[src/rtl/eeprom_pkg.sv]
`default_nettype none

package eeprom_pkg;

    // fixed family code in the top nibble of the control byte
    localparam logic [3:0] DEVICE_CODE = 4'b1010;

    localparam int ADDR_W    = 11;     // 3 block bits + 8 word bits
    localparam int MEM_DEPTH = 2048;
    localparam int BYTE_W    = 8;

    // controller phase within one bus transaction
    typedef enum logic [2:0]
    {
        IDLE,       // no transaction open
        CTRL,       // waiting for the control byte
        ADDR,       // waiting for the word address
        WDATA,      // waiting for the byte to store
        RDATA,      // sending the byte at the address
        IGNORE      // not addressed, or transfer finished
    } xfer_state_t;

endpackage

`default_nettype wire

[src/rtl/transfer_ctrl.sv]
`timescale 1ns/100ps
`default_nettype none

module transfer_ctrl (
    input  logic                          sda,
    input  logic                          rst_n,
    input  logic                          start_seen,
    input  logic                          stop_seen,
    input  logic                          byte_done,
    input  logic [eeprom_pkg::BYTE_W-1:0] rx_byte,
    output logic                          ack_en,
    output logic                          tx_load,
    output logic [eeprom_pkg::BYTE_W-1:0] tx_byte,
    output logic                          wr_en,
    output logic [eeprom_pkg::ADDR_W-1:0] addr,
    output logic [eeprom_pkg::BYTE_W-1:0] wr_data,
    output logic [eeprom_pkg::ADDR_W-1:0] rd_addr,
    input  logic [eeprom_pkg::BYTE_W-1:0] rd_data
);

    import eeprom_pkg::*;

    xfer_state_t              state;
    logic [ADDR_W-BYTE_W-1:0] blk;
    logic [BYTE_W-1:0]        addr_lo;
    logic                     load_pend;
    logic                     dev_match;
    logic                     ctrl_ok;

    assign dev_match = (rx_byte[BYTE_W-1:BYTE_W-4] == DEVICE_CODE);
    assign ctrl_ok   = byte_done && (state == CTRL) && dev_match;

    assign addr    = {blk, addr_lo};
    assign rd_addr = addr;
    assign tx_byte = rd_data;           // valid once tx_load rises

    always_ff @(posedge sda)
    begin
        if (!rst_n)
        begin
            state     <= IDLE;
            ack_en    <= 1'b0;
            wr_en     <= 1'b0;
            tx_load   <= 1'b0;
            load_pend <= 1'b0;
        end
        else
        begin
            wr_en     <= 1'b0;
            load_pend <= 1'b0;
            tx_load   <= load_pend;     // rd_addr settles, then rd_data
            if (stop_seen)
            begin
                state  <= IDLE;
                ack_en <= 1'b0;
            end
            else if (start_seen)
            begin
                state  <= CTRL;         // repeated start keeps the address
                ack_en <= 1'b0;
            end
            else if (byte_done)
            begin
                ack_en <= 1'b0;
                case (state)
                    CTRL:
                    begin
                        if (dev_match)
                        begin
                            ack_en <= 1'b1;
                            if (rx_byte[0])
                            begin
                                state     <= RDATA;
                                load_pend <= 1'b1;
                            end
                            else
                            begin
                                state <= ADDR;
                            end
                        end
                        else
                        begin
                            state <= IGNORE;
                        end
                    end
                    ADDR:
                    begin
                        ack_en <= 1'b1;
                        state  <= WDATA;
                    end
                    WDATA:
                    begin
                        ack_en <= 1'b1;
                        wr_en  <= 1'b1;
                        state  <= IGNORE;   // no page writes
                    end
                    default:
                    begin
                        state <= IGNORE;    // master acks the read byte itself
                    end
                endcase
            end
        end
    end

    always_ff @(posedge sda)
    begin
        if (ctrl_ok)
        begin
            blk <= rx_byte[ADDR_W-BYTE_W:1];    // block select bits
        end
        if (byte_done && (state == ADDR))
        begin
            addr_lo <= rx_byte;
        end
        if (byte_done && (state == WDATA))
        begin
            wr_data <= rx_byte;
        end
    end

    a_write_in_wdata : assert property (
        @(posedge sda) disable iff (!rst_n)
        wr_en |-> ($past(state) == WDATA)
    ) else $error("transfer_ctrl: write outside the data phase");

endmodule

`default_nettype wire

[config.mk]
export PLATFORM = sky130hd
export DESIGN_NAME = transfer_ctrl
export DESIGN_NICKNAME = d
export VERILOG_FILES = /design/src/rtl/eeprom_pkg.sv /design/src/rtl/transfer_ctrl.sv
export SDC_FILE = /design/constraint.sdc
export NUM_CORES = 1
export LEC_CHECK = 0
export ABC_AREA = 0
export BUFFER_PORTS_ARGS = -buffer_cell sky130_fd_sc_hd__buf_2
export CORE_UTILIZATION = 42
export CTS_CLUSTER_SIZE = 25
export DETAILED_ROUTE_END_ITERATION = 12
export GPL_TIMING_DRIVEN = 0
export PLACE_DENSITY = 0.81
export SLEW_MARGIN = 5
export SYNTH_ARGS = -nofsm -noshare
export SYNTH_HDL_FRONTEND = slang
export SYNTH_SLANG_ARGS = --single-unit
[constraint.sdc]
create_clock -name sda -period 1.5 [get_ports sda]
set_input_delay 0.15 -clock sda [delete_from_list [all_inputs] [get_ports sda]]
set_output_delay 0.15 -clock sda [all_outputs]
set_load 0.02 [all_outputs]
Yosys cells after proc, flatten, opt, wreduce, memory -nomap -nowiden
Index checks and enable logic that the tools add are counted.
{ "classes": {"n_eq_ne": 4, "mux": 9, "n_bitwise": 4, "n_reduce_logical": 10} }
{ "op_table": {"columns": ["operator", "n"], "rows": [
  ["$eq A3 B2 Y1 const B", 2],
  ["$mux W3", 2],
  ["$pmux W3 S2", 1],
  ["$reduce_or A6 Y1", 1],
  ["$mux W1", 5],
  ["$eq A4 B4 Y1 const B", 1],
  ["$logic_and A1 B1 Y1", 4],
  ["$not A1 Y1", 4],
  ["$reduce_or A2 Y1", 2],
  ["$reduce_or A4 Y1", 1],
  ["$eq A3 B1 Y1 const B", 1],
  ["$reduce_or A3 Y1", 1],
  ["$pmux W1 S2", 1],
  ["$reduce_bool A2 Y1", 1]
]} }
{ "totals": {"reg_bits": 26, "input_bits": 21, "out_inout_bits": 41, "elab_cells": 36} }

Depth between registers and ports, before layout
{ "logic_depth": {"word_depth": 5, "mapped_depth": 4, "depth_no_buf": 3} }

Worst setup path after synthesis
Ideal clock, no wire load.
{ "synth_timing": {"path_type": "flip-flop to flip-flop", "from": "reg state[1]", "to": "reg blk[0] (enable)", "setup_time_ps": 301, "arrival_time_ps": 927, "t_required_ps": 1199, "slack_ps": 272, "path_stages_with_launch": 4, "n_path_buf": 0, "synth_period_minus_slack_ps": 1228, "path_cell_list": "dfxtp_1 -> nor4b_2 -> nand4_2 -> inv_1"} }
{ "synth_between": {"elab_chain_cells": 3} }
{ "synth_rtl": {"columns": ["element", "line", "rtl"], "rows": [
  ["start: declaration", "transfer_ctrl.sv:23", "xfer_state_t state;"],
  ["start signal: assignment", "transfer_ctrl.sv:41", "state <= IDLE;"],
  ["start signal: assignment", "transfer_ctrl.sv:54", "state <= IDLE;"],
  ["start signal: assignment", "transfer_ctrl.sv:59", "state <= CTRL;"],
  ["$eq A3 B1 Y1", "transfer_ctrl.sv:31", "assign ctrl_ok = byte_done && (state == CTRL) && dev_match;"],
  ["$logic_and A1 B1 Y1 (2 in a row)", "transfer_ctrl.sv:31", null],
  ["via ctrl_ok", "transfer_ctrl.sv:28", "logic ctrl_ok;"],
  ["end signal: assignment", "transfer_ctrl.sv:110", "blk <= rx_byte[ADDR_W-BYTE_W:1];"],
  ["end: declaration", "transfer_ctrl.sv:24", "logic [ADDR_W-BYTE_W-1:0] blk;"]
]} }
The timed path passes the listed nets, and every way through them passes these cells.
A chain may end at the register's enable or synchronous reset.

Worst setup path after layout
{ "layout_timing": {"from": "reg state[1]", "to": "reg blk[2] (enable)"} }
The elaborated chain is that of the path after synthesis.

==> results.md <==
Logic synthesis:
- Of the total synthesized cell area, the portion taken by AND, OR, NAND and NOR gates is 0.1103.
- The synthesized netlist contains 20 unique library cells.
- The average footprint of a synthesized cell is 14.75 sq um.
- Of the total synthesized cell area, the portion taken by XOR and XNOR cells is 0.
- The biggest area contributor in the post-synthesis netlist is sky130_fd_sc_hd__edfxtp_1.
- In this run the cell area of the synthesized design comes to a little over 1000 sq um.
- The number of warnings printed during yosys synthesis is 0.
- The share of the synthesized area in compound gates (AO/OA/AOI/OAI) is 0.04727.
- When the netlist entered floorplanning its net count stood at just over 90.
- The fraction of the mapped netlist area in adder cells is 0.
- The synthesized flop and latch total is 26.
- The share of synthesized area in the top cell type comes to 0.5527.
- Synthesis handed over a netlist of 70 instances.
- The share of cell area taken by muxes after synthesis is 0.
- The post-synthesis sequential area ratio is 0.6885.
- After synthesis, the largest family of logic cells by area is buffers and inverters.
- By area the synthesized netlist is led by sky130_fd_sc_hd__edfxtp_1 55%, sky130_fd_sc_hd__buf_4 14%, sky130_fd_sc_hd__dfxtp_1 14%.

Clock tree:
- The clock sink count is 26.
- CTS placed an instance of sky130_fd_sc_hd__clkbuf_4 at the clock tree root.
- The number of buffers added to fix hold violations after cts is 0.
- The clock insertion delay at the later pin of the skew report is roughly 0.3 ns.
- The clock transition at the registers of the reported paths is around 0.12 ns.
- The post-CTS resize count is 0.
- The clock passes through at most 2 buffers.
- The number of levels the H-tree was split into is 1.
- The total clock buffers created by CTS is 3.
- The clock tree from TritonCTS is yes.
- The post-CTS setup buffer count is 0.

Power:
- IR analysis of the VDD net gives a maximum drop of 0.4123 mV.
- The total power density per cell area is 834.2 nW/um^2.
- The static leakage is 0.6204 nW.

Floorplanning:
- After floorplanning, the core was divided into 17 placement rows.
- For this configuration, the core starts out at a cell density of 0.4578.
- The die height is between 50 and 60 um.
- The core region is 2255 sq um.
- just over 60 I/O pins were placed.
- The floorplan step defined a die boundary enclosing 2660 sq um.
- The horizontal extent of the die is 51.58 um.

Placement:
- The total cell area at the placement stage is 1333 sq um.
- After legalization and detailed placement, the total HPWL measured 1.345 mm.
- Buffers placed on the I/O ports in this run total 53.
- Timing analysis after detailed placement gives a worst setup slack of around 0.15 ns.
- The placer congestion estimate is between 0.7 and 0.8.

STA:
- Setup repair after global routing left no endpoint under its margin.
- The maximum clock skew at final layout is 0.005561 ns.
- The time the final worst path needs with I/O delays and setup is ~1.4 ns.
- The worst-case hold slack is 0.03988 ns.
- The setup slack of the critical path after layout is 0.1265 ns.
- The pin slew with the least headroom to its limit is just over 0.3 ns.
- The period utilization is 0.9156.
- The final setup TNS is 0 ns.
- Static timing analysis puts the maximum clock frequency at around 0.73 GHz.
- The hold violation count in the final report is 0.
- The final number of max-transition violations came to 0.
- In this run the tightest slew margin relative to its limit is 0.7924.
- The final setup violation count is 0.

Finish:
- In the final layout, the share of cells above drive strength 1 is 0.6457.
- Once layout is complete, the utilization of the core stands at 0.6027.
- The number of nets at the end of the flow is approximately 150.
- After filler insertion, the fill cell instance count of the layout stands at 187.
- The final antenna diode count is 0.
- With fillers left out, the area of the finished cells amounts to about 1400 sq um.
- From synthesis to final layout, the design area changed by 31.64%.

Critical path:
- The worst setup path is captured at a register.
- The critical path arrival is 1.40 ns.
- The critical path goes through nor4b_2 > nand4_2 > inv_1.
- In this run the worst path has a maximum fanout of 6.
- STA classifies the critical path startpoint as a register.
- The number of buffers and inverters on the critical path is 1.
- On the critical path, the stage with the largest delay is an instance of sky130_fd_sc_hd__dfxtp_1.
- The setup path with the least slack is of type register to register.
- In this design, the stage delay of the slowest critical-path cell is between 0.3 and 0.4 ns.
- The cell type group with the largest total delay on the critical path is simple AND/OR/NAND/NOR gates.
- The required arrival time at the worst endpoint is between 1.5 and 2 ns.

Detailed routing:
- Once detail routing completed, the nets flagged for antenna violations numbered 0.
- The iteration count of the initial detailed-routing pass is 2.
- The count of vias placed by the detailed router is just over 700.
- After the first detailed-routing iteration, the DRC count stood at 3.
- The detail-routed via count per cell is around 4.6.
- After detailed routing, the average wire length per cell comes to roughly 10 um.
- In the routed design, unresolved DRC markers number 0.
- The detailed-route wire length is between 1.5 and 2 mm.

Global routing:
- The first global-routing pass estimated approximately 2.4 mm of wire.
- The overall global routing resource usage is 0.1253.
- The global route total overflow is 0.
- The initial antenna violation count came to 0.
- The largest net degree at the start of global routing is 15.
- The via count of the first global-routing pass is approximately 570.

Job:
- The max-cap check violation count is 0.

Run status:
- The flow ran to the end, and the final reports show no timing, DRC or antenna violations.

Min path:
- The min-delay analysis places its worst path in the category input pin to register.
-- synthesized netlist by cell type, drive strengths merged --
master  instances
o21a            2
edfxtp         19
or3b            1
nand3           1
nor2b           3
nor4b           1
a21oi           2
o21bai          1
nor2            2
buf            20
o31ai           1
dfxtp           7
nand4           1
inv             3
nor3            3
nor3b           1
and4bb          1
and2            1
-- final cells by class --
| class | instances | area (sq um) | area share |
|---|---|---|---|
| repair buffers | 53 | 265.3 | 0.1952 |
| well taps | 28 | 35.03 | 0.02578 |
| multi-input cells | 21 | 162.7 | 0.1197 |
| inverters | 3 | 11.26 | 0.008287 |
| clock buffers | 4 | 26.28 | 0.01934 |
| plain buffers | 20 | 147.6 | 0.1087 |
| flip-flops and latches | 26 | 710.7 | 0.5230 |
-- logic make-up (layout without fill, tap and decap cells) --
group	Yosys count	after routing
flip-flops	26	26
AND/OR/NAND/NOR	15	15
buffers and inverters	23	80
AO/OA/AOI/OAI	6	6
-- cell usage in the layout, fill, tap and decap left out, types with 2 or more instances in the layout --
master,instances
sky130_fd_sc_hd__inv_1,3
sky130_fd_sc_hd__nor2_1,2
sky130_fd_sc_hd__nor2b_1,3
sky130_fd_sc_hd__clkbuf_4,3
sky130_fd_sc_hd__edfxtp_1,19
sky130_fd_sc_hd__buf_2,54
sky130_fd_sc_hd__dfxtp_1,7
sky130_fd_sc_hd__a21oi_1,2
sky130_fd_sc_hd__o21a_1,2
sky130_fd_sc_hd__buf_4,19
sky130_fd_sc_hd__nor3_1,2
-- registers in the layout, summed over array words and instances, names as in the netlist --
name       count
addr_lo        8
wr_en          1
tx_load        1
ack_en         1
load_pend      1
blk            3
wr_data        8
state          3
-- where the power goes --
part | leakage, nW | switching, mW | internal [mW]
sequential | 0.227 | 0.00245 | 0.772
clock | 0.0150 | 0.173 | 0.103
combinational | 0.378 | 0.0421 | 0.0405
-- metal layers --
metal,track usage,routed length (um)
met1,0.1367,615
met2,0.2316,827
met3,0.02632,175
met4,0.05405,8
met5,0,0
-- stage by stage --
| step | power [mW] | cells |
|---|---|---|
| after floorplan | 0.8361 | 70 |
| after global placement | 0.8707 | 151 |
| after detailed placement | 0.8740 | 151 |
| after CTS | 1.151 | 155 |
| after global routing | 1.180 | 155 |
| final | 1.133 | 155 |
-- path summary, 6_finish.rpt --
kind	startpoint	to	slack, ns	depth (start not counted)
max reg2reg	state[1]	blk[2]	0.13	3
min	rx_byte[1]	blk[0]	0.04	1
min reg2reg	load_pend	tx_load	0.46	1
max	state[1]	blk[2]	0.13	3
Power figures use the tool's default switching activity.
