[src/rtl/bus_sampler.sv]
`timescale 1ns/100ps
`default_nettype none

module bus_sampler #(
    parameter int SYNC_STAGES = 2
) (
    input  logic sda,
    input  logic rst_n,
    input  logic bus_scl,
    input  logic bus_din,
    output logic scl_rise,
    output logic scl_fall,
    output logic start_seen,
    output logic stop_seen,
    output logic din_s
);

    logic [SYNC_STAGES-1:0] scl_sync;
    logic [SYNC_STAGES-1:0] din_sync;
    logic                   scl_now;
    logic                   din_now;
    logic                   scl_d;

    assign scl_now = scl_sync[SYNC_STAGES-1];
    assign din_now = din_sync[SYNC_STAGES-1];

    always_ff @(posedge sda)
    begin
        if (!rst_n)
        begin
            scl_sync   <= '1;           // idle bus is high
            din_sync   <= '1;
            scl_d      <= 1'b1;
            din_s      <= 1'b1;
            scl_rise   <= 1'b0;
            scl_fall   <= 1'b0;
            start_seen <= 1'b0;
            stop_seen  <= 1'b0;
        end
        else
        begin
            scl_sync   <= {scl_sync[SYNC_STAGES-2:0], bus_scl};
            din_sync   <= {din_sync[SYNC_STAGES-2:0], bus_din};
            scl_d      <= scl_now;
            din_s      <= din_now;      // also the delayed copy for edge compare
            scl_rise   <= scl_now & ~scl_d;
            scl_fall   <= ~scl_now & scl_d;
            start_seen <= scl_now & scl_d & din_s & ~din_now;
            stop_seen  <= scl_now & scl_d & ~din_s & din_now;
        end
    end

    // a single data edge cannot be both conditions
    a_start_stop_excl : assert property (
        @(posedge sda) disable iff (!rst_n)
        !(start_seen && stop_seen)
    ) else $error("bus_sampler: start and stop flagged together");

endmodule

`default_nettype wire

[config.mk]
export PLATFORM = sky130hd
export DESIGN_NAME = bus_sampler
export DESIGN_NICKNAME = d
export VERILOG_FILES = /design/src/rtl/bus_sampler.sv
export SDC_FILE = /design/constraint.sdc
export NUM_CORES = 1
export LEC_CHECK = 0
export ABC_CLOCK_PERIOD_IN_PS = 1500
export BUFFER_PORTS_ARGS = -buffer_cell sky130_fd_sc_hd__buf_2
export CORE_AREA = 2 2 39 41
export DETAILED_ROUTE_END_ITERATION = 12
export DIE_AREA = 0 0 41 43
export PLACE_DENSITY = 0.53
export SETUP_SLACK_MARGIN = 0.02
export SLEW_MARGIN = 40
export SYNTH_ARGS = -nofsm -noshare
export SYNTH_HDL_FRONTEND = slang
export SYNTH_SLANG_ARGS = --single-unit
[constraint.sdc]
create_clock -name sda -period 1.5 [get_ports sda]
set_input_delay 0.075 -clock sda [delete_from_list [all_inputs] [get_ports sda]]
set_output_delay 0.075 -clock sda [all_outputs]
set_load 0.01 [all_outputs]
# After elaboration in Yosys (flattened, before gate mapping)
# Cells that the tools add are included.
[op_classes]
n_bitwise = 11
[op_table]
columns = ["cell", "n"]
rows = [
  ["bitwise AND 1 bit", 7],
  ["NOT 1 bit", 4],
]
[word_totals]
word_cells = 19
register_bits = 10
input_bits = 4

# Longest topological paths before layout
# Gate-level depths: netlist of the first run.
[depth]
word_depth = 3
depth_mapped = 2
ltp_nobuf = 2

# Least setup slack after synthesis of the first run
# No wires, ideal clock.
[synth_timing]
kind = "register -> register"
from = "register scl_sync[1]"
to = "register start_seen"
arrival_time_ns = 0.568
t_required_ns = 1.427
stages_incl_launch_ff = 3
setup_time_ns = 0.073
path_slack_ns = 0.859
path_buffers = 0
cell_sequence = "dfxtp_1 -> nand3_2 -> nor3b_2"
[synth_between]
elab_chain_len = 3
[synth_lines]
columns = ["element", "line", "text"]
rows = [
  ["start: declaration", "18", "logic [SYNC_STAGES-1:0] scl_sync;"],
  ["start signal: assignment", "42", "scl_sync <= {scl_sync[SYNC_STAGES-2:0], bus_scl};"],
  ["bitwise AND 1 bit (3 in series)", "48", "start_seen <= scl_now & scl_d & din_s & ~din_now;"],
  ["end signal: assignment", "48", ""],
  ["end: declaration", "13", "output logic start_seen,"],
]
# Every way passes these cells.
# A chain may end at the register's enable or synchronous reset.

# Worst setup path in the final report of the first run
[layout_timing]
from = "register din_s"
to = "output port din_s"
[layout_rtl]
columns = ["element", "line", "text"]
rows = [
  ["start: declaration", "15", "output logic din_s"],
  ["start signal: assignment", "45", "din_s <= din_now;"],
]
# No word-level cell between the ends.

==> flow_metrics.py, run 1 <==
metrics = {
    "placement": {
        "place_area_sq_um": 352,
        "place_worst_setup_slack_ps": 805,
        "place.detailed.instances": 46,
        "dp.final_hpwl_um": 307,
        "globalplace.congestion": 0.510,
        "place.port_buffers": 8,
    },
    "detailed_routing": {
        "finalWirelength_um": 441,
        "via_count": 199,
        "initialDrtViolationCount": 1,
        "via_per_inst": 3.83,
        "highest-signal-layer": "met3",
        "number_of_remaining_drc_errors": 0,
        "wl_met3_um": 49,
        "postRouteAntennaNets": 0,
        "drt-pass1-iter-count": 2,
        "wl_per_cell_um": 8.48,
        "met2RoutedLength_um": 227,
        "drt-met1-wl_um": 164,
    },
    "floorplan": {
        "coreArea_sq_mm": 0.00138,
        "die_width_um": 41,
        "die_y_um": 43,
        "placement_rows": 14,
        "die-area_sq_mm": 0.00176,
        "start_util_pct": 21.1,
        "number_of_primary_i_o_pins": 9,
    },
    "synthesis": {
        "post_synth_instance_area_sq_um": 292,
        "synth_fp_nets": 26,
        "syn-mean-instance-area_sq_um": 13.3,
        "synth.ff_latch_count": 10,
        "yosysWarnings": 0,
        "ys_seq_area_share_pct": 68.7,
        "post_synth_inst_count": 22,
        "synthTopCellsByArea": "dfxtp_1 (69%), or2b_1 (10%), nor3b_2 (8.6%), nand2b_1 (4.3%), nand3_2 (3.4%)",
        "netlist.area_leader.share_pct": 68.7,
        "netlist-cell-type-count": 8,
        "synth.largest_area_cell": "dfxtp_1",
    },
    "setup_path": {
        "timing.critical_path.slowest_cell_delay_ps": 360,
        "critPathArrivalTime_ps": 760,
        "path_class": "reg -> out",
        "worst_path_dominant_cell_family": "flip-flops",
        "path_cells": "buf_2",
        "start_kind": "register",
        "critPathBufInv": 1,
        "timing.critical_path.required_ps": 1420,
        "worst_setup_path_end_kind": "output port",
        "slowest_cp_cell": "dfxtp_1",
        "critical_path_peak_fanout": 3,
        "crit_path_cell_count": 1,
        "worst-r2r-cell-count": 2,
    },
    "sta": {
        "max_clock_freq_mhz": 1200,
        "finalWorstSetupSlack_ps": 668,
        "grt_setup_unrepaired": "no",
        "slew_viol_final": 0,
        "finalClockSkew_ps": 5.51,
        "timing.final.crit_share_pct": 55.4,
        "hold_viol_final": 0,
        "totalNegativeSetupSlack_ps": 0,
        "finalSetupViolations": 0,
        "post_layout_minimum_cycle_time_ps": 832,
        "maxSlewHeadroom_pct": 91.1,
        "tightest_slew_ps": 133,
    },
    "global_routing": {
        "global_route_wire_length_before_repair_um": 759,
        "grt_max_degree": 9,
        "gr-total-overflow": 0,
        "groute.usage.overall_pct": 7.16,
        "first_global_vias": 207,
        "initial_antenna_violation_count": 0,
    },
    "clock_tree": {
        "cts.sink_count": 10,
        "cts_root_buffer": "clkbuf_4",
        "htreeDepth": 1,
        "cts_tree": "done",
        "clock_path_buffers": 2,
        "clk_pin_slew_ps": 70,
        "worstSkewPairLatency_ps": 260,
        "cts-buffers-inserted": 3,
    },
    "cells_and_area": {
        "fillCellCount": 163,
        "antennaDiodeCount": 0,
        "layout.core_utilization_pct": 29.5,
        "final_cell_area_sq_um": 408,
        "final_layout_size_suffix_gt1_share_pct": 41.7,
        "number_of_nets_in_the_finished_design": 41,
        "finish.cell_count_without_fillers": 52,
        "synth_to_final_area_change_pct": 39.9,
    },
    "hold_path": {
        "hold_path_depth": 2,
        "hp-class": "in -> reg",
    },
    "status": {
        "run_status": "complete, no violations",
    },
    "power_and_ir_drop": {
        "power.density_mw_per_mm2": 1320,
        "vdd.ir_drop.worst_v": 0.000387,
        "power.static_leakage_uw": 0.000195,
    },
    "flow_run": {
        "drv_cap": 0,
    },
}
[layout by cell type (no fill, tap or decap), drive strengths merged]
| cell type | n |
|---|---|
| dfxtp | 10 |
| buf | 8 |
| or2b | 4 |
| clkbuf | 4 |
| nand2b | 2 |
| nor3b | 2 |
| dlygate4sd3 | 2 |
| inv | 1 |
| and3 | 1 |
| nor2 | 1 |
| nand3 | 1 |
[report_power, final]
part           switching [uW]  internal, uW
sequential               3.53           274
combinational            10.2          14.7
clock                    87.6           147
[logic make-up after synthesis]
logic type | share of synthesized area (%)
buffers and inverters | 1.29
and+or+nand+nor | 30.0
DFF | 68.7
[sequential cells by signal, summed over array words and instances, names as in the netlist]
register	flops
scl_sync	2
start_seen	1
scl_fall	1
stop_seen	1
din_sync	2
din_s	1
scl_d	1
scl_rise	1
[Yosys cell counts, drive strengths merged]
cell,instances
and3,1
or2b,4
nor3b,2
inv,1
dfxtp,10
nand2b,2
nor2,1
nand3,1
[final cells by class]
class / count / area, sq um / area share [%]
clock buffer: 4 / 36.3 / 8.90
multi-input combinational: 11 / 87.6 / 21.5
sequential: 10 / 200 / 49.1
timing repair buffer: 10 / 60.1 / 14.7
inverter: 1 / 3.75 / 0.920
tap: 16 / 20.0 / 4.91
[metrics by stage]
step / power, uW / hold slack [ps]
CTS: 547 / 58.3
detailed placement: 305 / 257
floorplan: 295 / 148
global placement: 304 / 254
global route: 570 / 77.0
finish: 537 / 60.2
[final timing paths]
path / startpoint / slack [ps] / endpoint
worst max-delay path: din_s / 670 / din_s
worst min-delay path: rst_n / 60 / din_sync[1]
worst max register to register: scl_sync[1] / 800 / start_seen
worst min register to register: scl_sync[0] / 400 / scl_sync[1]
[metal layers]
| layer | global-route usage (%) | vias to the layer above |
|---|---|---|
| met5 | 0 | - |
| met4 | 8.00 | 0 |
| met3 | 3.14 | 0 |
| met2 | 10.3 | 9 |
| met1 | 6.51 | 93 |
| li1 | - | 97 |
[timing repair]
action | 4_1_cts | 5_1_grt
hold buffers | 2 | 0
setup buffers | 0 | 0
hold endpoints to repair | 2 | 0
gates resized for setup | 0 | 0
setup endpoints to repair | 0 | 0
No activity file was read; power rests on OpenSTA's default activity.
==> run 2: changes to the inputs <==
- ABC_CLOCK_PERIOD_IN_PS: 1500 -> 800
- clock period: 1.5 -> 0.8 ns (I/O delays scaled with it)
==> flow_metrics.py, run 2 (synthesis results as in run 1) <==
metrics = {
    "clock_tree": {
        "cts_root_buffer": "clkbuf_4",
        "cts_tree": "done",
        "cts-buffers-inserted": 3,
        "clock_path_buffers": 2,
        "cts.sink_count": 10,
        "htreeDepth": 1,
        "clk_pin_slew_ps": 70,
        "worstSkewPairLatency_ps": 260,
    },
    "setup_path": {
        "timing.critical_path.required_ps": 760,
        "worst_path_dominant_cell_family": "flip-flops",
        "path_cells": "buf_2",
        "path_class": "reg -> out",
        "critical_path_peak_fanout": 2,
        "start_kind": "register",
        "critPathArrivalTime_ps": 700,
        "timing.critical_path.slowest_cell_delay_ps": 320,
        "slowest_cp_cell": "dfxtp_2",
        "worst_setup_path_end_kind": "output port",
        "critPathBufInv": 1,
    },
    "detailed_routing": {
        "via_count": 203,
        "via_per_inst": 3.83,
        "postRouteAntennaNets": 0,
        "drt-pass1-iter-count": 2,
        "initialDrtViolationCount": 1,
        "wl_per_cell_um": 8.38,
        "finalWirelength_um": 444,
        "number_of_remaining_drc_errors": 0,
    },
    "sta": {
        "maxSlewHeadroom_pct": 91.1,
        "totalNegativeSetupSlack_ps": 0,
        "tightest_slew_ps": 133,
        "grt_setup_unrepaired": "no",
        "finalWorstSetupSlack_ps": 58.5,
        "finalClockSkew_ps": 5.51,
        "max_clock_freq_mhz": 1350,
        "post_layout_minimum_cycle_time_ps": 741,
        "finalSetupViolations": 0,
        "hold_viol_final": 0,
        "slew_viol_final": 0,
        "timing.final.crit_share_pct": 92.7,
    },
    "cells_and_area": {
        "reg.largest.list": "din_sync (2), scl_sync (2)",
        "final_common_cell": "dfxtp_1",
        "final_layout_size_suffix_gt1_share_pct": 45.9,
        "finish.cell_count_without_fillers": 53,
        "synth_to_final_area_change_pct": 42.9,
        "layout.core_utilization_pct": 30.1,
        "number_of_nets_in_the_finished_design": 42,
        "antennaDiodeCount": 0,
        "layout.cells.most_common_list": "dfxtp_1 (9), buf_2 (8), or2b_1 (4), clkbuf_4 (3)",
    },
    "global_routing": {
        "global_route_wire_length_before_repair_um": 759,
        "global_route.usage.met3_pct": 3.14,
        "grt_max_degree": 9,
        "gr-total-overflow": 0,
        "use_met2_pct": 10.3,
        "groute.usage.overall_pct": 7.16,
        "busiest_layer_in_global_routing": "met2",
        "initial_antenna_violation_count": 0,
        "fraction_of_met1_tracks_used_by_global_routing_pct": 6.51,
        "first_global_vias": 207,
    },
    "floorplan": {
        "die-area_sq_mm": 0.00176,
        "start_util_pct": 21.1,
        "placement_rows": 14,
        "coreArea_sq_mm": 0.00138,
        "die_y_um": 43,
        "number_of_primary_i_o_pins": 9,
        "die_width_um": 41,
    },
    "placement": {
        "place.port_buffers": 8,
        "globalplace.congestion": 0.509,
        "place.detailed.instances": 46,
        "place_worst_setup_slack_ps": 105,
        "dp.final_hpwl_um": 307,
    },
    "power_and_ir_drop": {
        "power.static_leakage_uw": 0.000199,
        "vdd.ir_drop.worst_v": 0.000726,
        "power.density_mw_per_mm2": 2420,
    },
    "status": {
        "run_status": "complete, no violations",
    },
    "hold_path": {
        "hp-class": "in -> reg",
    },
    "flow_run": {
        "drv_cap": 0,
    },
}
==> run 2: cell type report <==
class                      instances  area [sq um]
fill                             162           967
timing repair buffer              11          67.6
multi-input combinational         11          87.6
tap                               16          20.0
clock buffer                       4          36.3
inverter                           1          3.75
sequential                        10           201
==> run 2: routing by layer <==
metal	part of all wire, %	vias up
met5	0	-
met4	0	0
met3	11	0
met2	52	9
met1	37	95
li1	-	99
==> run 2: final timing paths <==
path | slack, ps | cells after the start | end | from
worst min-delay path | 30 | 2 | din_sync[1] | rst_n
worst max-delay path | 60 | 1 | din_s | din_s
worst max register to register | 100 | 2 | start_seen | scl_sync[1]
worst min register to register | 400 | 1 | scl_sync[1] | scl_sync[0]
==> run 2: report_power, final <==
group | internal, uW | switching, uW
clock | 276 | 164
combinational | 29.2 | 19.8
sequential | 514 | 6.11
==> run 2: metrics by stage <==
stage	cell area [sq um]	hold slack [ps]	power, uW
after floorplan	292	113	552
final	417	25.2	1010
after CTS	409	23.3	1030
after detailed placement	352	222	572
after global placement	352	219	570
after global routing	417	42.0	1070
==> run 2: worst register-to-register path: cells and delay by family, from the launching register on <==
kind	cells	cell delay (ps)
DFF	1	360
and+or+nand+nor	2	280
==> run 2: what timing repair did <==
item | CTS | global route
pin swaps | 0 | 0
setup buffers | 0 | 1
resized for setup | 1 | 0
hold buffers | 2 | 0
setup endpoints to repair | 1 | 1
cloned | 0 | 0
endpoints found under the hold margin | 2 | 0
==> run 3: changes to the inputs <==
- RECOVER_POWER: not set -> 100
==> flow_metrics.py, run 3 (synthesis results as in run 1) <==
metrics = {
    "global_routing": {
        "groute.usage.overall_pct": 7.16,
        "initial_antenna_violation_count": 0,
        "first_global_vias": 207,
        "global_route_wire_length_before_repair_um": 759,
        "grt_max_degree": 9,
        "gr-total-overflow": 0,
    },
    "setup_path": {
        "critical_path_peak_fanout": 2,
        "slowest_cp_cell": "dfxtp_2",
        "timing.critical_path.required_ps": 760,
        "path_cells": "buf_2",
        "critPathBufInv": 1,
        "worst_setup_path_end_kind": "output port",
        "critPathArrivalTime_ps": 700,
        "worst_path_dominant_cell_family": "flip-flops",
        "timing.critical_path.slowest_cell_delay_ps": 320,
        "start_kind": "register",
        "path_class": "reg -> out",
    },
    "cells_and_area": {
        "antennaDiodeCount": 0,
        "final_cell_area_sq_um": 412,
        "synth_to_final_area_change_pct": 41.2,
        "final_common_cell": "dfxtp_1",
        "number_of_nets_in_the_finished_design": 42,
        "layout.cells.most_common_list": "dfxtp_1 (9), buf_2 (7), or2b_1 (4), clkbuf_4 (3)",
        "reg.largest.list": "din_sync (2), scl_sync (2)",
        "final_layout_size_suffix_gt1_share_pct": 43.2,
    },
    "sta": {
        "maxSlewHeadroom_pct": 90.6,
        "timing.final.crit_share_pct": 92.7,
        "finalWorstSetupSlack_ps": 58.5,
        "slew_viol_final": 0,
        "grt_setup_unrepaired": "no",
        "totalNegativeSetupSlack_ps": 0,
        "post_layout_minimum_cycle_time_ps": 741,
        "hold_viol_final": 0,
        "max_clock_freq_mhz": 1350,
        "finalSetupViolations": 0,
        "finalClockSkew_ps": 5.51,
        "tightest_slew_ps": 140,
    },
    "detailed_routing": {
        "finalWirelength_um": 445,
        "via_count": 203,
        "number_of_remaining_drc_errors": 0,
        "postRouteAntennaNets": 0,
        "drt-pass1-iter-count": 2,
        "wl_per_cell_um": 8.40,
        "initialDrtViolationCount": 1,
        "via_per_inst": 3.83,
    },
    "clock_tree": {
        "clock_path_buffers": 2,
        "cts-buffers-inserted": 3,
        "cts.sink_count": 10,
        "htreeDepth": 1,
        "worstSkewPairLatency_ps": 260,
        "cts_tree": "done",
        "clk_pin_slew_ps": 70,
        "cts_root_buffer": "clkbuf_4",
    },
    "placement": {
        "globalplace.congestion": 0.509,
        "place_area_sq_um": 352,
        "place.port_buffers": 8,
        "place_worst_setup_slack_ps": 105,
        "dp.final_hpwl_um": 307,
    },
    "floorplan": {
        "die_y_um": 43,
        "die_width_um": 41,
        "die-area_sq_mm": 0.00176,
        "start_util_pct": 21.1,
        "coreArea_sq_mm": 0.00138,
        "placement_rows": 14,
        "number_of_primary_i_o_pins": 9,
    },
    "hold_path": {
        "hp-class": "in -> reg",
    },
    "power_and_ir_drop": {
        "vdd.ir_drop.worst_v": 0.000725,
        "power.static_leakage_uw": 0.000196,
        "power.density_mw_per_mm2": 2450,
        "design_power_total_uw": 1010,
    },
    "status": {
        "run_status": "complete, no violations",
    },
    "flow_run": {
        "drv_cap": 0,
    },
}
[run 3: timing repair]
action	4_1_cts	5_1_grt
resized for setup	1	0
setup endpoints to repair	1	1
buffers inserted	0	1
pin swaps	0	0
hold buffers	2	0
hold endpoints to repair	2	0
[run 3: power by group]
part           switching (uW)  internal, uW
Combinational            19.3          28.7
Clock                     164           276
Sequential               5.79           514
Total                     189           818
[run 3: per-stage QoR]
| step | hold slack [ps] | std cells | util, % |
|---|---|---|---|
| 2_1_floorplan | 113 | 22 | - |
| 3_3_place_gp | 219 | 46 | 25.4 |
| 3_5_place_dp | 222 | 46 | 25.4 |
| 4_1_cts | 23.3 | 52 | 29.6 |
| 5_1_grt | 42.0 | 53 | 29.7 |
| 6_report | 25.2 | 53 | 29.7 |
[run 3: cell type report]
type,instances,area (sq um)
Fill cell,162,972
Sequential cell,10,201
Multi-Input combinational cell,11,82.6
Timing Repair Buffer,11,67.6
Clock buffer,4,36.3
Tap cell,16,20.0
Inverter,1,3.75
[run 3: worst paths after layout]
kind | cells after the start | start | slack, ps | end
worst min-delay path | 2 | rst_n | 30 | din_sync[1]
worst max-delay path | 1 | din_s | 60 | din_s
worst min register to register | 1 | scl_sync[0] | 400 | scl_sync[1]
worst max register to register | 2 | scl_sync[1] | 80 | start_seen
[run 3: per-layer routing]
layer / global-route usage, % / routed length [um] / vias up
li1: - / - / 99
met1: 6.51 / 167 / 95
met2: 10.3 / 229 / 9
met3: 3.14 / 49 / 0
met4: 8.00 / 0 / 0
met5: 0 / 0 / -
