<file path="src/rtl/eeprom_pkg.sv">
`default_nettype none

package eeprom_pkg;

    // fixed family code in the top nibble of the control byte
    localparam logic [3:0] DEVICE_CODE = 4'b1010;

    localparam int ADDR_W    = 11;     // 3 block bits + 8 word bits
    localparam int MEM_DEPTH = 2048;
    localparam int BYTE_W    = 8;

    // controller phase within one bus transaction
    typedef enum logic [2:0]
    {
        IDLE,       // no transaction open
        CTRL,       // waiting for the control byte
        ADDR,       // waiting for the word address
        WDATA,      // waiting for the byte to store
        RDATA,      // sending the byte at the address
        IGNORE      // not addressed, or transfer finished
    } xfer_state_t;

endpackage

`default_nettype wire

</file>
<file path="src/rtl/bit_shifter.sv">
`timescale 1ns/100ps
`default_nettype none

module bit_shifter (
    input  logic                          sda,
    input  logic                          rst_n,
    input  logic                          scl_rise,
    input  logic                          scl_fall,
    input  logic                          start_seen,
    input  logic                          stop_seen,
    input  logic                          din_s,
    input  logic                          ack_en,
    input  logic                          tx_load,
    input  logic [eeprom_pkg::BYTE_W-1:0] tx_byte,
    output logic [eeprom_pkg::BYTE_W-1:0] rx_byte,
    output logic                          byte_done,
    output logic                          ack_slot,
    output logic                          bus_doe
);

    import eeprom_pkg::*;

    logic [3:0]        bit_cnt;         // 0..7 data bits, 8 = ninth bit
    logic              active;
    logic              tx_mode;
    logic              tx_pend;         // read byte loaded, waits for ack slot end
    logic              tx_shift;
    logic [BYTE_W-2:0] rx_sr;
    logic [BYTE_W-1:0] tx_sr;

    // the eighth bit is merged in directly so rx_byte is whole with byte_done
    // in tx mode the ninth rise puts the master ack on bit 0
    assign rx_byte   = {rx_sr, din_s};
    assign byte_done = active && scl_rise && (bit_cnt == 4'd7);

    // next bit goes out at end of ack slot, then on each data-bit fall
    assign tx_shift = active && scl_fall &&
                      (ack_slot ? tx_pend : (tx_mode && (bit_cnt != 4'd8)));

    always_ff @(posedge sda)
    begin
        if (!rst_n)
        begin
            bit_cnt  <= '0;
            active   <= 1'b0;
            tx_mode  <= 1'b0;
            tx_pend  <= 1'b0;
            ack_slot <= 1'b0;
            bus_doe  <= 1'b0;
        end
        else if (start_seen || stop_seen)
        begin
            bit_cnt  <= '0;
            active   <= start_seen;
            tx_mode  <= 1'b0;
            tx_pend  <= 1'b0;
            ack_slot <= 1'b0;
            bus_doe  <= 1'b0;           // release the line
        end
        else
        begin
            if (tx_load)
            begin
                tx_pend <= 1'b1;
            end
            if (active && scl_rise)
            begin
                if (bit_cnt == 4'd8)
                begin
                    bit_cnt <= '0;
                    tx_mode <= 1'b0;    // single byte read only
                end
                else
                begin
                    bit_cnt <= bit_cnt + 4'd1;
                end
            end
            if (active && scl_fall)
            begin
                if (ack_slot)
                begin
                    ack_slot <= 1'b0;
                    bus_doe  <= 1'b0;
                    if (tx_pend)
                    begin
                        tx_pend <= 1'b0;
                        tx_mode <= 1'b1;
                    end
                end
                else if (bit_cnt == 4'd8)
                begin
                    ack_slot <= 1'b1;
                    bus_doe  <= ack_en & ~tx_mode;  // master acks a read byte
                end
                if (tx_shift)
                begin
                    bus_doe <= ~tx_sr[BYTE_W-1];    // pull low for a 0
                end
            end
        end
    end

    always_ff @(posedge sda)
    begin
        if (active && scl_rise && (bit_cnt != 4'd8))
        begin
            rx_sr <= rx_byte[BYTE_W-2:0];
        end
        if (tx_load)
        begin
            tx_sr <= tx_byte;
        end
        else if (tx_shift)
        begin
            tx_sr <= {tx_sr[BYTE_W-2:0], 1'b0};
        end
    end

    a_stop_releases : assert property (
        @(posedge sda) disable iff (!rst_n)
        stop_seen |=> !bus_doe
    ) else $error("bit_shifter: line still driven after stop");

endmodule

`default_nettype wire

</file>
<file path="config.mk">
export PLATFORM = sky130hd
export DESIGN_NAME = bit_shifter
export DESIGN_NICKNAME = d
export VERILOG_FILES = /design/src/rtl/eeprom_pkg.sv /design/src/rtl/bit_shifter.sv
export SDC_FILE = /design/constraint.sdc
export NUM_CORES = 1
export LEC_CHECK = 0
export BUFFER_PORTS_ARGS = -buffer_cell sky130_fd_sc_hd__buf_2
export CORE_MARGIN = 2
export CORE_UTILIZATION = 45
export DETAILED_ROUTE_END_ITERATION = 10
export GPL_TIMING_DRIVEN = 0
export PLACE_DENSITY = 0.73
export SLEW_MARGIN = 25
export SYNTH_ARGS = -nofsm -noshare
export SYNTH_HDL_FRONTEND = slang
export SYNTH_SLANG_ARGS = --single-unit
</file>
<file path="constraint.sdc">
create_clock -name sda -period 1.3 [get_ports sda]
set_input_delay 0.065 -clock sda [delete_from_list [all_inputs] [get_ports sda]]
set_output_delay 0.065 -clock sda [all_outputs]
set_load 0.05 [all_outputs]
</file>
== Word-level counts from Yosys, hierarchy flattened ==
Index checks and enable logic that the tools add are counted.
W data, S select, Z words.

* Bits in registers: 24
* Bits in latches: 0
* Bits in writable memories: 0
* ROM bits: 0
* Input bits: 17
* Output and inout bits: 11
* Word-level logic and storage cells: 45
* Memories: 0

* Add/sub/neg operators: 1
* Multipliers: 0
* Divide/modulo/power cells: 0
* Order comparisons: 0
* Equality and inequality tests: 3
* Shift operators: 0
* Mux-type cells: 18
* Bitwise logic cells: 4
* Reductions and logical operators: 11

{| class="wikitable"
|+ Operator list
! operator !! number
|-
| $mux W8 || 2
|-
| $mux W1 || 15
|-
| $logic_and A1 B1 Y1 || 6
|-
| $add A4 B1 Y4 const B || 1
|-
| $eq A4 B3 Y1 const B || 1
|-
| $eq A4 B4 Y1 const B || 1
|-
| $mux W4 || 1
|-
| $ne A4 B4 Y1 const B || 1
|-
| $not A1 Y1 || 3
|-
| $reduce_bool A3 Y1 || 1
|-
| $reduce_and A2 Y1 || 1
|-
| $reduce_bool A2 Y1 || 1
|-
| $reduce_or A2 Y1 || 1
|-
| $and A1 B1 Y1 || 1
|-
| $logic_or A1 B1 Y1 || 1
|}

== Depth between registers and ports, before layout ==
Gate-level depths: netlist (run 1).

* Depth after elaboration: 6
* Gate-level depth with buffers: 5
* Gate-level depth less buffers: 5

== Least setup slack after synthesis (run 1) ==
No wires, ideal clock.

* Kind: reg2out
* From: reg bit_cnt[0]
* To: out byte_done
* Arrival: 1.784 ns
* Required time: 1.235 ns
* Path slack: -0.549 ns
* Stages on the path, launching flop included: 4
* Path buffers: 0
* Cells stage by stage: dfxtp_1 ha_1 nand3_1 nor3b_1

* Word-level cells in the longest chain between the ends: 2

{| class="wikitable"
|+ Ends and longest elaborated chain
! item !! RTL line !! text
|-
| from (decl) || bit_shifter.sv:23 || <nowiki>logic [3:0] bit_cnt;</nowiki>
|-
| from (signal assigned) || bit_shifter.sv:75 || <nowiki>bit_cnt <= bit_cnt + 4'd1;</nowiki>
|-
| $eq A4 B3 Y1 || bit_shifter.sv:34 || <nowiki>assign byte_done = active && scl_rise && (bit_cnt == 4'd7);</nowiki>
|-
| $logic_and A1 B1 Y1 || bit_shifter.sv:34 ||
|-
| to (decl) || bit_shifter.sv:16 || <nowiki>output logic byte_done,</nowiki>
|}

No other way between the ends.

== Worst setup path after layout (run 1) ==
* From: reg bit_cnt[1]
* To: reg bit_cnt[0]

* Word-level cells in the longest chain between the ends: 2

{| class="wikitable"
|+ Ends and longest elaborated chain
! item !! RTL line !! text
|-
| $eq A4 B4 Y1 || bit_shifter.sv:68 || <nowiki>if (bit_cnt == 4'd8)</nowiki>
|-
| $mux W4 || bit_shifter.sv:68 ||
|}

No other way between the ends.
A chain may end at the register's enable or synchronous reset.

==> metrics, run 1 <==
PortBufs 26; crit start category register; CTS tree built; Routed Antenna Nets 0; Mean Syn Cell Area 12.47 um2; antenna cells 0; critical path arrival 1680 ps; clock transition at the registers of the reported paths 120 ps; root buffer cell clkbuf_4; placed insts 137; total power 1.306 mW; wire per inst 13.39 um; gpl congestion 0.8109; router iterations before antenna repair 4; initial antenna violation count 0; H-tree Lvls 1; CP delay by family, top simple AND/OR/NAND/NOR gates; HPWL Detailed 1382 um; Seq/Total Area, Yosys 0.6094; Yosys Warn Count 0; Synth area leader edfxtp_1; crit path capture type register; Syn Inst Count 83; Worst-Margin Slew 498.7 ps; Die Width 51.95 um; # setup viols final 19; combinational power share 0.109; Hold Crit Class primary input to register; Max Cap Viol 0; Leak 0.5167 nW; FF-to-FF setup slack -140 ps; fin crit period 1442 ps; Area Overhead vs Synth 36.03%; Synth Cell Area 0.001035 mm2; hold path start tx_byte[0]; share of cells above drive strength 1 0.5207; Req. time, crit path 1540 ps; vias 771; Total Wirelength 1995 um; fin crit share 1.110; Hold Path Sink tx_sr[0]; clock sinks 24; TNS Setup -1679 ps; WHS Path Cells 2; CTS max path bufs 2; violated checks negative setup slack; Worst R2R Start bit_cnt[1]; sw frac 0.2247; Setup WS post-layout -142.5 ps; register area 639.4 um2; Clock Power Share 0.244; initial DRC count 3; vias in the first global route 725; RSZ-0062 raised after global routing yes; pin count of the biggest net entering global routing 14; Final Net Count 141; number of library cell types mapped by synthesis 30; residual DRC count 0; net switching power 293.4 uW; global-route wire length before repair 3118 um; gr ovfl total 0; io pins 28; max_slew headroom 0.6676; RR Endpoint bit_cnt[0]; maximum VDD drop 0.0006766 V; Critical Path Source bit_cnt[1]; global-route usage over all layers 0.1580; Initial Utilization 0.4723; skew final 1.554 ps; sequential fraction of design power 0.647; FMAX 0.6933 GHz; core area 0.002191 mm2; pwr/cell area 927.9 mW/mm2; worst skew pair latency 300 ps; WS Path Type register to register; crit-path cells inv_2 -> ha_4 -> and3b_2 -> buf_6 -> or3_1 -> a21oi_1; synth top area cells edfxtp_1, dfxtp_1, mux2_2, a21oi_1, ha_1; Slew Viols, Final 0; Int Pwr 1.013 mW; CP max stage cell dfxtp_4; num rows 17; Fill cells 167; Die Ht 51.95 um; Critical path buffers and inverters 2; area occupied by multi-input gates 456.7 um2; final hold vios 0; cts bufs inserted 3; R2R cell count 6; synthesized flop and latch total 24; max incr delay on CP 390 ps; Max Fanout on Critical Path 4; status finished with violations; final core occ 0.6425; Yosys top cell area share 0.4353; Non-Filler Instances 149; syn nets 102; Via density 5.174; die area 0.002699 mm2
-- sequential cells by signal, indices dropped and copies added, names as in the netlist --
register  count
tx_mode       1
tx_pend       1
bus_doe       1
bit_cnt       4
active        1
rx_sr         7
tx_sr         8
ack_slot      1
-- cells in the mapped netlist --
library cell  instances
a211oi_1              2
a21oi_1               6
a311oi_1              1
a41o_1                1
and2_1                1
and3b_1               1
buf_4                 1
buf_6                 1
clkbuf_1              1
clkbuf_2              1
dfxtp_1               9
edfxtp_1             15
ha_1                  2
inv_1                 4
mux2_2                8
nand2_1               6
nand3_1               3
nand3b_1              1
nand4_1               1
nand4bb_1             1
nor2_1                2
nor2b_1               1
nor3b_1               3
nor4_1                1
o21a_1                1
o21ai_0               3
or2_0                 1
or2_2                 1
or3_1                 3
or3b_1                1
-- cells by family (layout without fill, tap and decap cells) --
logic type,count (synthesis),count (layout),share of synthesized area
adder cells (fa/ha/maj),2,2,0.02418
multiplexers,8,8,0.08707
flip-flops,24,24,0.6094
AO/OA/AOI/OAI,14,14,0.08343
AND/OR/NAND/NOR,27,27,0.1548
buffers and inverters,8,46,0.04110
-- per-stage QoR --
| step | setup WS [ps] | hold slack [ps] | instance area, um2 |
|---|---|---|---|
| floorplan | -33.63 | 163.9 | 1069 |
| global placement | -158.9 | 256.6 | 1234 |
| detailed placement | -214.0 | 258.7 | 1234 |
| CTS | -147.4 | 31.68 | 1349 |
| global route | -168.1 | 40.62 | 1408 |
| finish | -142.5 | 38.09 | 1408 |
-- layout make-up --
class                      instances  share of cell area
clock buffer                       3             0.01600
multi-input combinational         51              0.3244
timing repair buffer              34              0.1476
tap                               28             0.02489
inverter                           4             0.01067
sequential                        24              0.4542
clock inverter                     1            0.002667
buffer                             4             0.01956
-- worst max-delay path by stage --
| stage | to | slack, ps | depth (start not counted) |
|---|---|---|---|
| 4_1_cts | bus_doe | -150 | 5 |
| 3_5_place_dp | rx_sr[4] | -210 | 4 |
| 2_1_floorplan | rx_sr[0] | -30 | 4 |
| 5_1_grt | bit_cnt[0] | -170 | 6 |
| 6_report | bit_cnt[0] | -140 | 6 |
| 3_3_place_gp | rx_sr[0] | -160 | 4 |
-- per-layer routing --
layer  part of all wire  global-route usage  vias to the layer above
li1                   -                   -                      380
met1               0.43              0.1794                      369
met2               0.52              0.2848                       20
met3              0.045             0.04023                        2
met4             0.0055             0.05263                        0
met5                  0                   0                        -
-- cells in the final DEF, fill, tap and decap left out, types with 2 or more instances in the layout --
| cell type | n |
|---|---|
| nand3_1 | 2 |
| edfxtp_1 | 15 |
| dlygate4sd3_1 | 3 |
| clkbuf_4 | 3 |
| inv_1 | 2 |
| a21oi_1 | 4 |
| or3_1 | 2 |
| nand2_1 | 6 |
| inv_2 | 2 |
| buf_2 | 26 |
| buf_4 | 5 |
| buf_6 | 3 |
| nor3b_1 | 2 |
| dfxtp_4 | 2 |
| o21ai_0 | 3 |
| mux2_2 | 7 |
| a21oi_2 | 2 |
| dfxtp_1 | 6 |
-- what timing repair did --
| action | 4_1_cts | 5_1_grt |
|---|---|---|
| gates resized for setup | 11 | 9 |
| pin swaps | 2 | 5 |
| setup buffers | 3 | 2 |
| hold endpoints to repair | 2 | 0 |
| endpoints found under the setup margin | 20 | 20 |
| hold buffers | 3 | 0 |
-- power by group through the flow --
stage                     combinational [mW]  clock [mW]  sequential [mW]
final                                  0.142       0.319            0.846
after global placement                 0.126           0            0.864
after detailed placement               0.129           0            0.865
after floorplan                       0.0651           0            0.885
after global routing                   0.154       0.358            0.849
after CTS                              0.140       0.333            0.848
Note: power is estimated with default switching activity, not from simulation.
==> inputs of run 2 (changes only) <==
--- a/config.mk
+++ b/config.mk
@@ -7,10 +7,11 @@
 export LEC_CHECK = 0
 export BUFFER_PORTS_ARGS = -buffer_cell sky130_fd_sc_hd__buf_2
 export CORE_MARGIN = 2
-export CORE_UTILIZATION = 45
+export CORE_UTILIZATION = 54
 export DETAILED_ROUTE_END_ITERATION = 10
 export GPL_TIMING_DRIVEN = 0
-export PLACE_DENSITY = 0.73
+export HOLD_SLACK_MARGIN = 0.15
+export PLACE_DENSITY = 0.82
 export SLEW_MARGIN = 25
 export SYNTH_ARGS = -nofsm -noshare
 export SYNTH_HDL_FRONTEND = slang
==> constraint.sdc (replaced) <==
create_clock -name sda -period 1.8 [get_ports sda]
set_input_delay 0.09 -clock sda [delete_from_list [all_inputs] [get_ports sda]]
set_output_delay 0.09 -clock sda [all_outputs]
set_load 0.05 [all_outputs]
==> metrics, run 2 (synthesis results as in run 1) <==
status complete, no violations (was finished with violations); Area Overhead vs Synth 33.98% (was 36.03%); pin count of the biggest net entering global routing 15 (was 14); CTS max path bufs 2 (unchanged); CP max stage cell dfxtp_1 (was dfxtp_4); pwr/cell area 802.2 mW/mm2 (was 927.9 mW/mm2); final core occ 0.7858 (was 0.6425); RSZ-0062 raised after global routing no (was yes); Via density 5.119 (was 5.174); die area 0.002282 mm2 (was 0.002699 mm2); initial antenna violation count 0 (unchanged); WS Path Type register to register (unchanged); Leak 0.5358 nW (was 0.5167 nW); Die Ht 47.78 um (was 51.95 um); FF-to-FF setup slack 200 ps (was -140 ps); max incr delay on CP 430 ps (was 390 ps); # setup viols final 0 (was 19); skew final 6.237 ps (was 1.554 ps); RR Endpoint tx_sr[7] (was bit_cnt[0]); residual DRC count 0 (unchanged); fin crit period 1602 ps (was 1442 ps); gpl congestion 0.7864 (was 0.8109); num rows 15 (was 17); post-CTS setup buffer count 0 (was 3); Req. time, crit path 1790 ps (was 1540 ps); Reg with most FFs tx_sr (unchanged); most common cell after layout, fill and taps aside buf_2 (unchanged); most frequent cells in the layout buf_2, edfxtp_1, dlygate4sd3_1 (was buf_2, edfxtp_1, mux2_2); hold path start start_seen (was tx_byte[0]); PortBufs 26 (unchanged); cts bufs inserted 3 (unchanged); io pins 28 (unchanged); initial DRC count 14 (was 3); HPWL Detailed 1324 um (was 1382 um); Max Fanout on Critical Path 8 (was 4); core area 0.001764 mm2 (was 0.002191 mm2); TNS Setup 0 ps (was -1679 ps); crit-path cells inv_1 -> ha_1 -> nand4bb_1 -> a41o_1 (was inv_2 -> ha_4 -> and3b_2 -> buf_6 -> or3_1 -> a21oi_1); fin crit share 0.8901 (was 1.110); CTS tree built (unchanged); Hold Crit Class primary input to register (unchanged); Die Width 47.78 um (was 51.95 um); Hold Path Sink tx_mode (was tx_sr[0]); global-route usage over all layers 0.1942 (was 0.1580); clock sinks 24 (unchanged); Final Net Count 146 (was 141); wire per inst 13.12 um (was 13.39 um); R2R cell count 4 (was 6); antenna cells 0 (unchanged); vias in the first global route 717 (was 725); critical path arrival 1590 ps (was 1680 ps); Slew Viols, Final 0 (unchanged); max reg flops 8 (unchanged); H-tree Lvls 1 (unchanged); crit start category register (unchanged); gr ovfl total 0 (unchanged); crit path capture type register (unchanged); max_slew headroom 0.6814 (was 0.6676); WHS Path Cells 4 (was 2); worst skew pair latency 310 ps (was 300 ps); global-route wire length before repair 3029 um (was 3118 um); maximum VDD drop 0.0006593 V (was 0.0006766 V); clock transition at the registers of the reported paths 130 ps (was 120 ps); Worst R2R Start bit_cnt[0] (was bit_cnt[1]); FMAX 0.6242 GHz (was 0.6933 GHz); Total Wirelength 1981 um (was 1995 um); share of cells above drive strength 1 0.3492 (was 0.5207); Top Registers tx_sr (8), rx_sr (7), bit_cnt (4) (unchanged); root buffer cell clkbuf_4 (unchanged); Max Cap Viol 0 (unchanged); router iterations before antenna repair 4 (unchanged); final hold vios 0 (unchanged); Worst-Margin Slew 477.9 ps (was 498.7 ps); Initial Utilization 0.5865 (was 0.4723); Routed Antenna Nets 0 (unchanged); vias 773 (was 771)
run 2: worst max path at each step:
| stage | slack (ps) | to | start |
|---|---|---|---|
| 2_1_floorplan | 100 | tx_sr[0] | ack_slot |
| 3_3_place_gp | 120 | rx_sr[6] | bit_cnt[0] |
| 3_5_place_dp | 40 | rx_sr[6] | bit_cnt[0] |
| 4_1_cts | 30 | rx_sr[3] | bit_cnt[0] |
| 5_1_grt | 100 | tx_sr[6] | bit_cnt[0] |
| 6_report | 200 | tx_sr[7] | bit_cnt[0] |
run 2: stage by stage:
step	power [mW]	setup WS, ps	cell area (um2)	hold slack [ps]	cells
after global placement	0.7137	118.4	1201	281.1	134
after floorplan	0.6854	95.55	1040	188.9	83
after global routing	1.141	95.51	1386	204.1	151
after CTS	1.111	25.63	1384	171.2	151
after detailed placement	0.7176	35.68	1201	282.9	134
final	1.112	197.9	1386	186.7	151
run 2: power by group:
part           switching (mW)  internal (mW)  leakage, nW
clock                   0.159          0.225       0.0279
sequential            0.00624          0.607        0.216
combinational          0.0570         0.0575        0.292
run 2: final cells by class:
cell class | instances | area, um2
clock buffers | 3 | 22.52
clock inverters | 1 | 30.03
well taps | 25 | 31.28
repair buffers | 39 | 260.3
fillers | 123 | 377.9
inverters | 4 | 15.01
multi-input cells | 51 | 369.1
plain buffers | 4 | 27.53
flip-flops and latches | 24 | 630.6
run 2: routing by layer:
metal  track usage  vias to the layer above  share of wire
li1              -                      396              -
met1        0.2354                      356           0.44
met2        0.3467                       19           0.52
met3       0.02264                        2          0.035
met4       0.08108                        0          0.011
met5             0                        -              0
run 2: worst max-delay path, delay by kind of cell, from the launching register on:
| kind | cells | cell delay [ps] |
|---|---|---|
| compound gates | 1 | 410 |
| simple gates | 1 | 150 |
| flops | 1 | 430 |
| buf+inv | 1 | 60 |
| fa+ha+maj | 1 | 230 |
run 2: timing repair:
action	CTS	global route
hold endpoints to repair	13	0
gates resized for setup	0	1
hold buffers	13	0
endpoints found under the setup margin	0	7
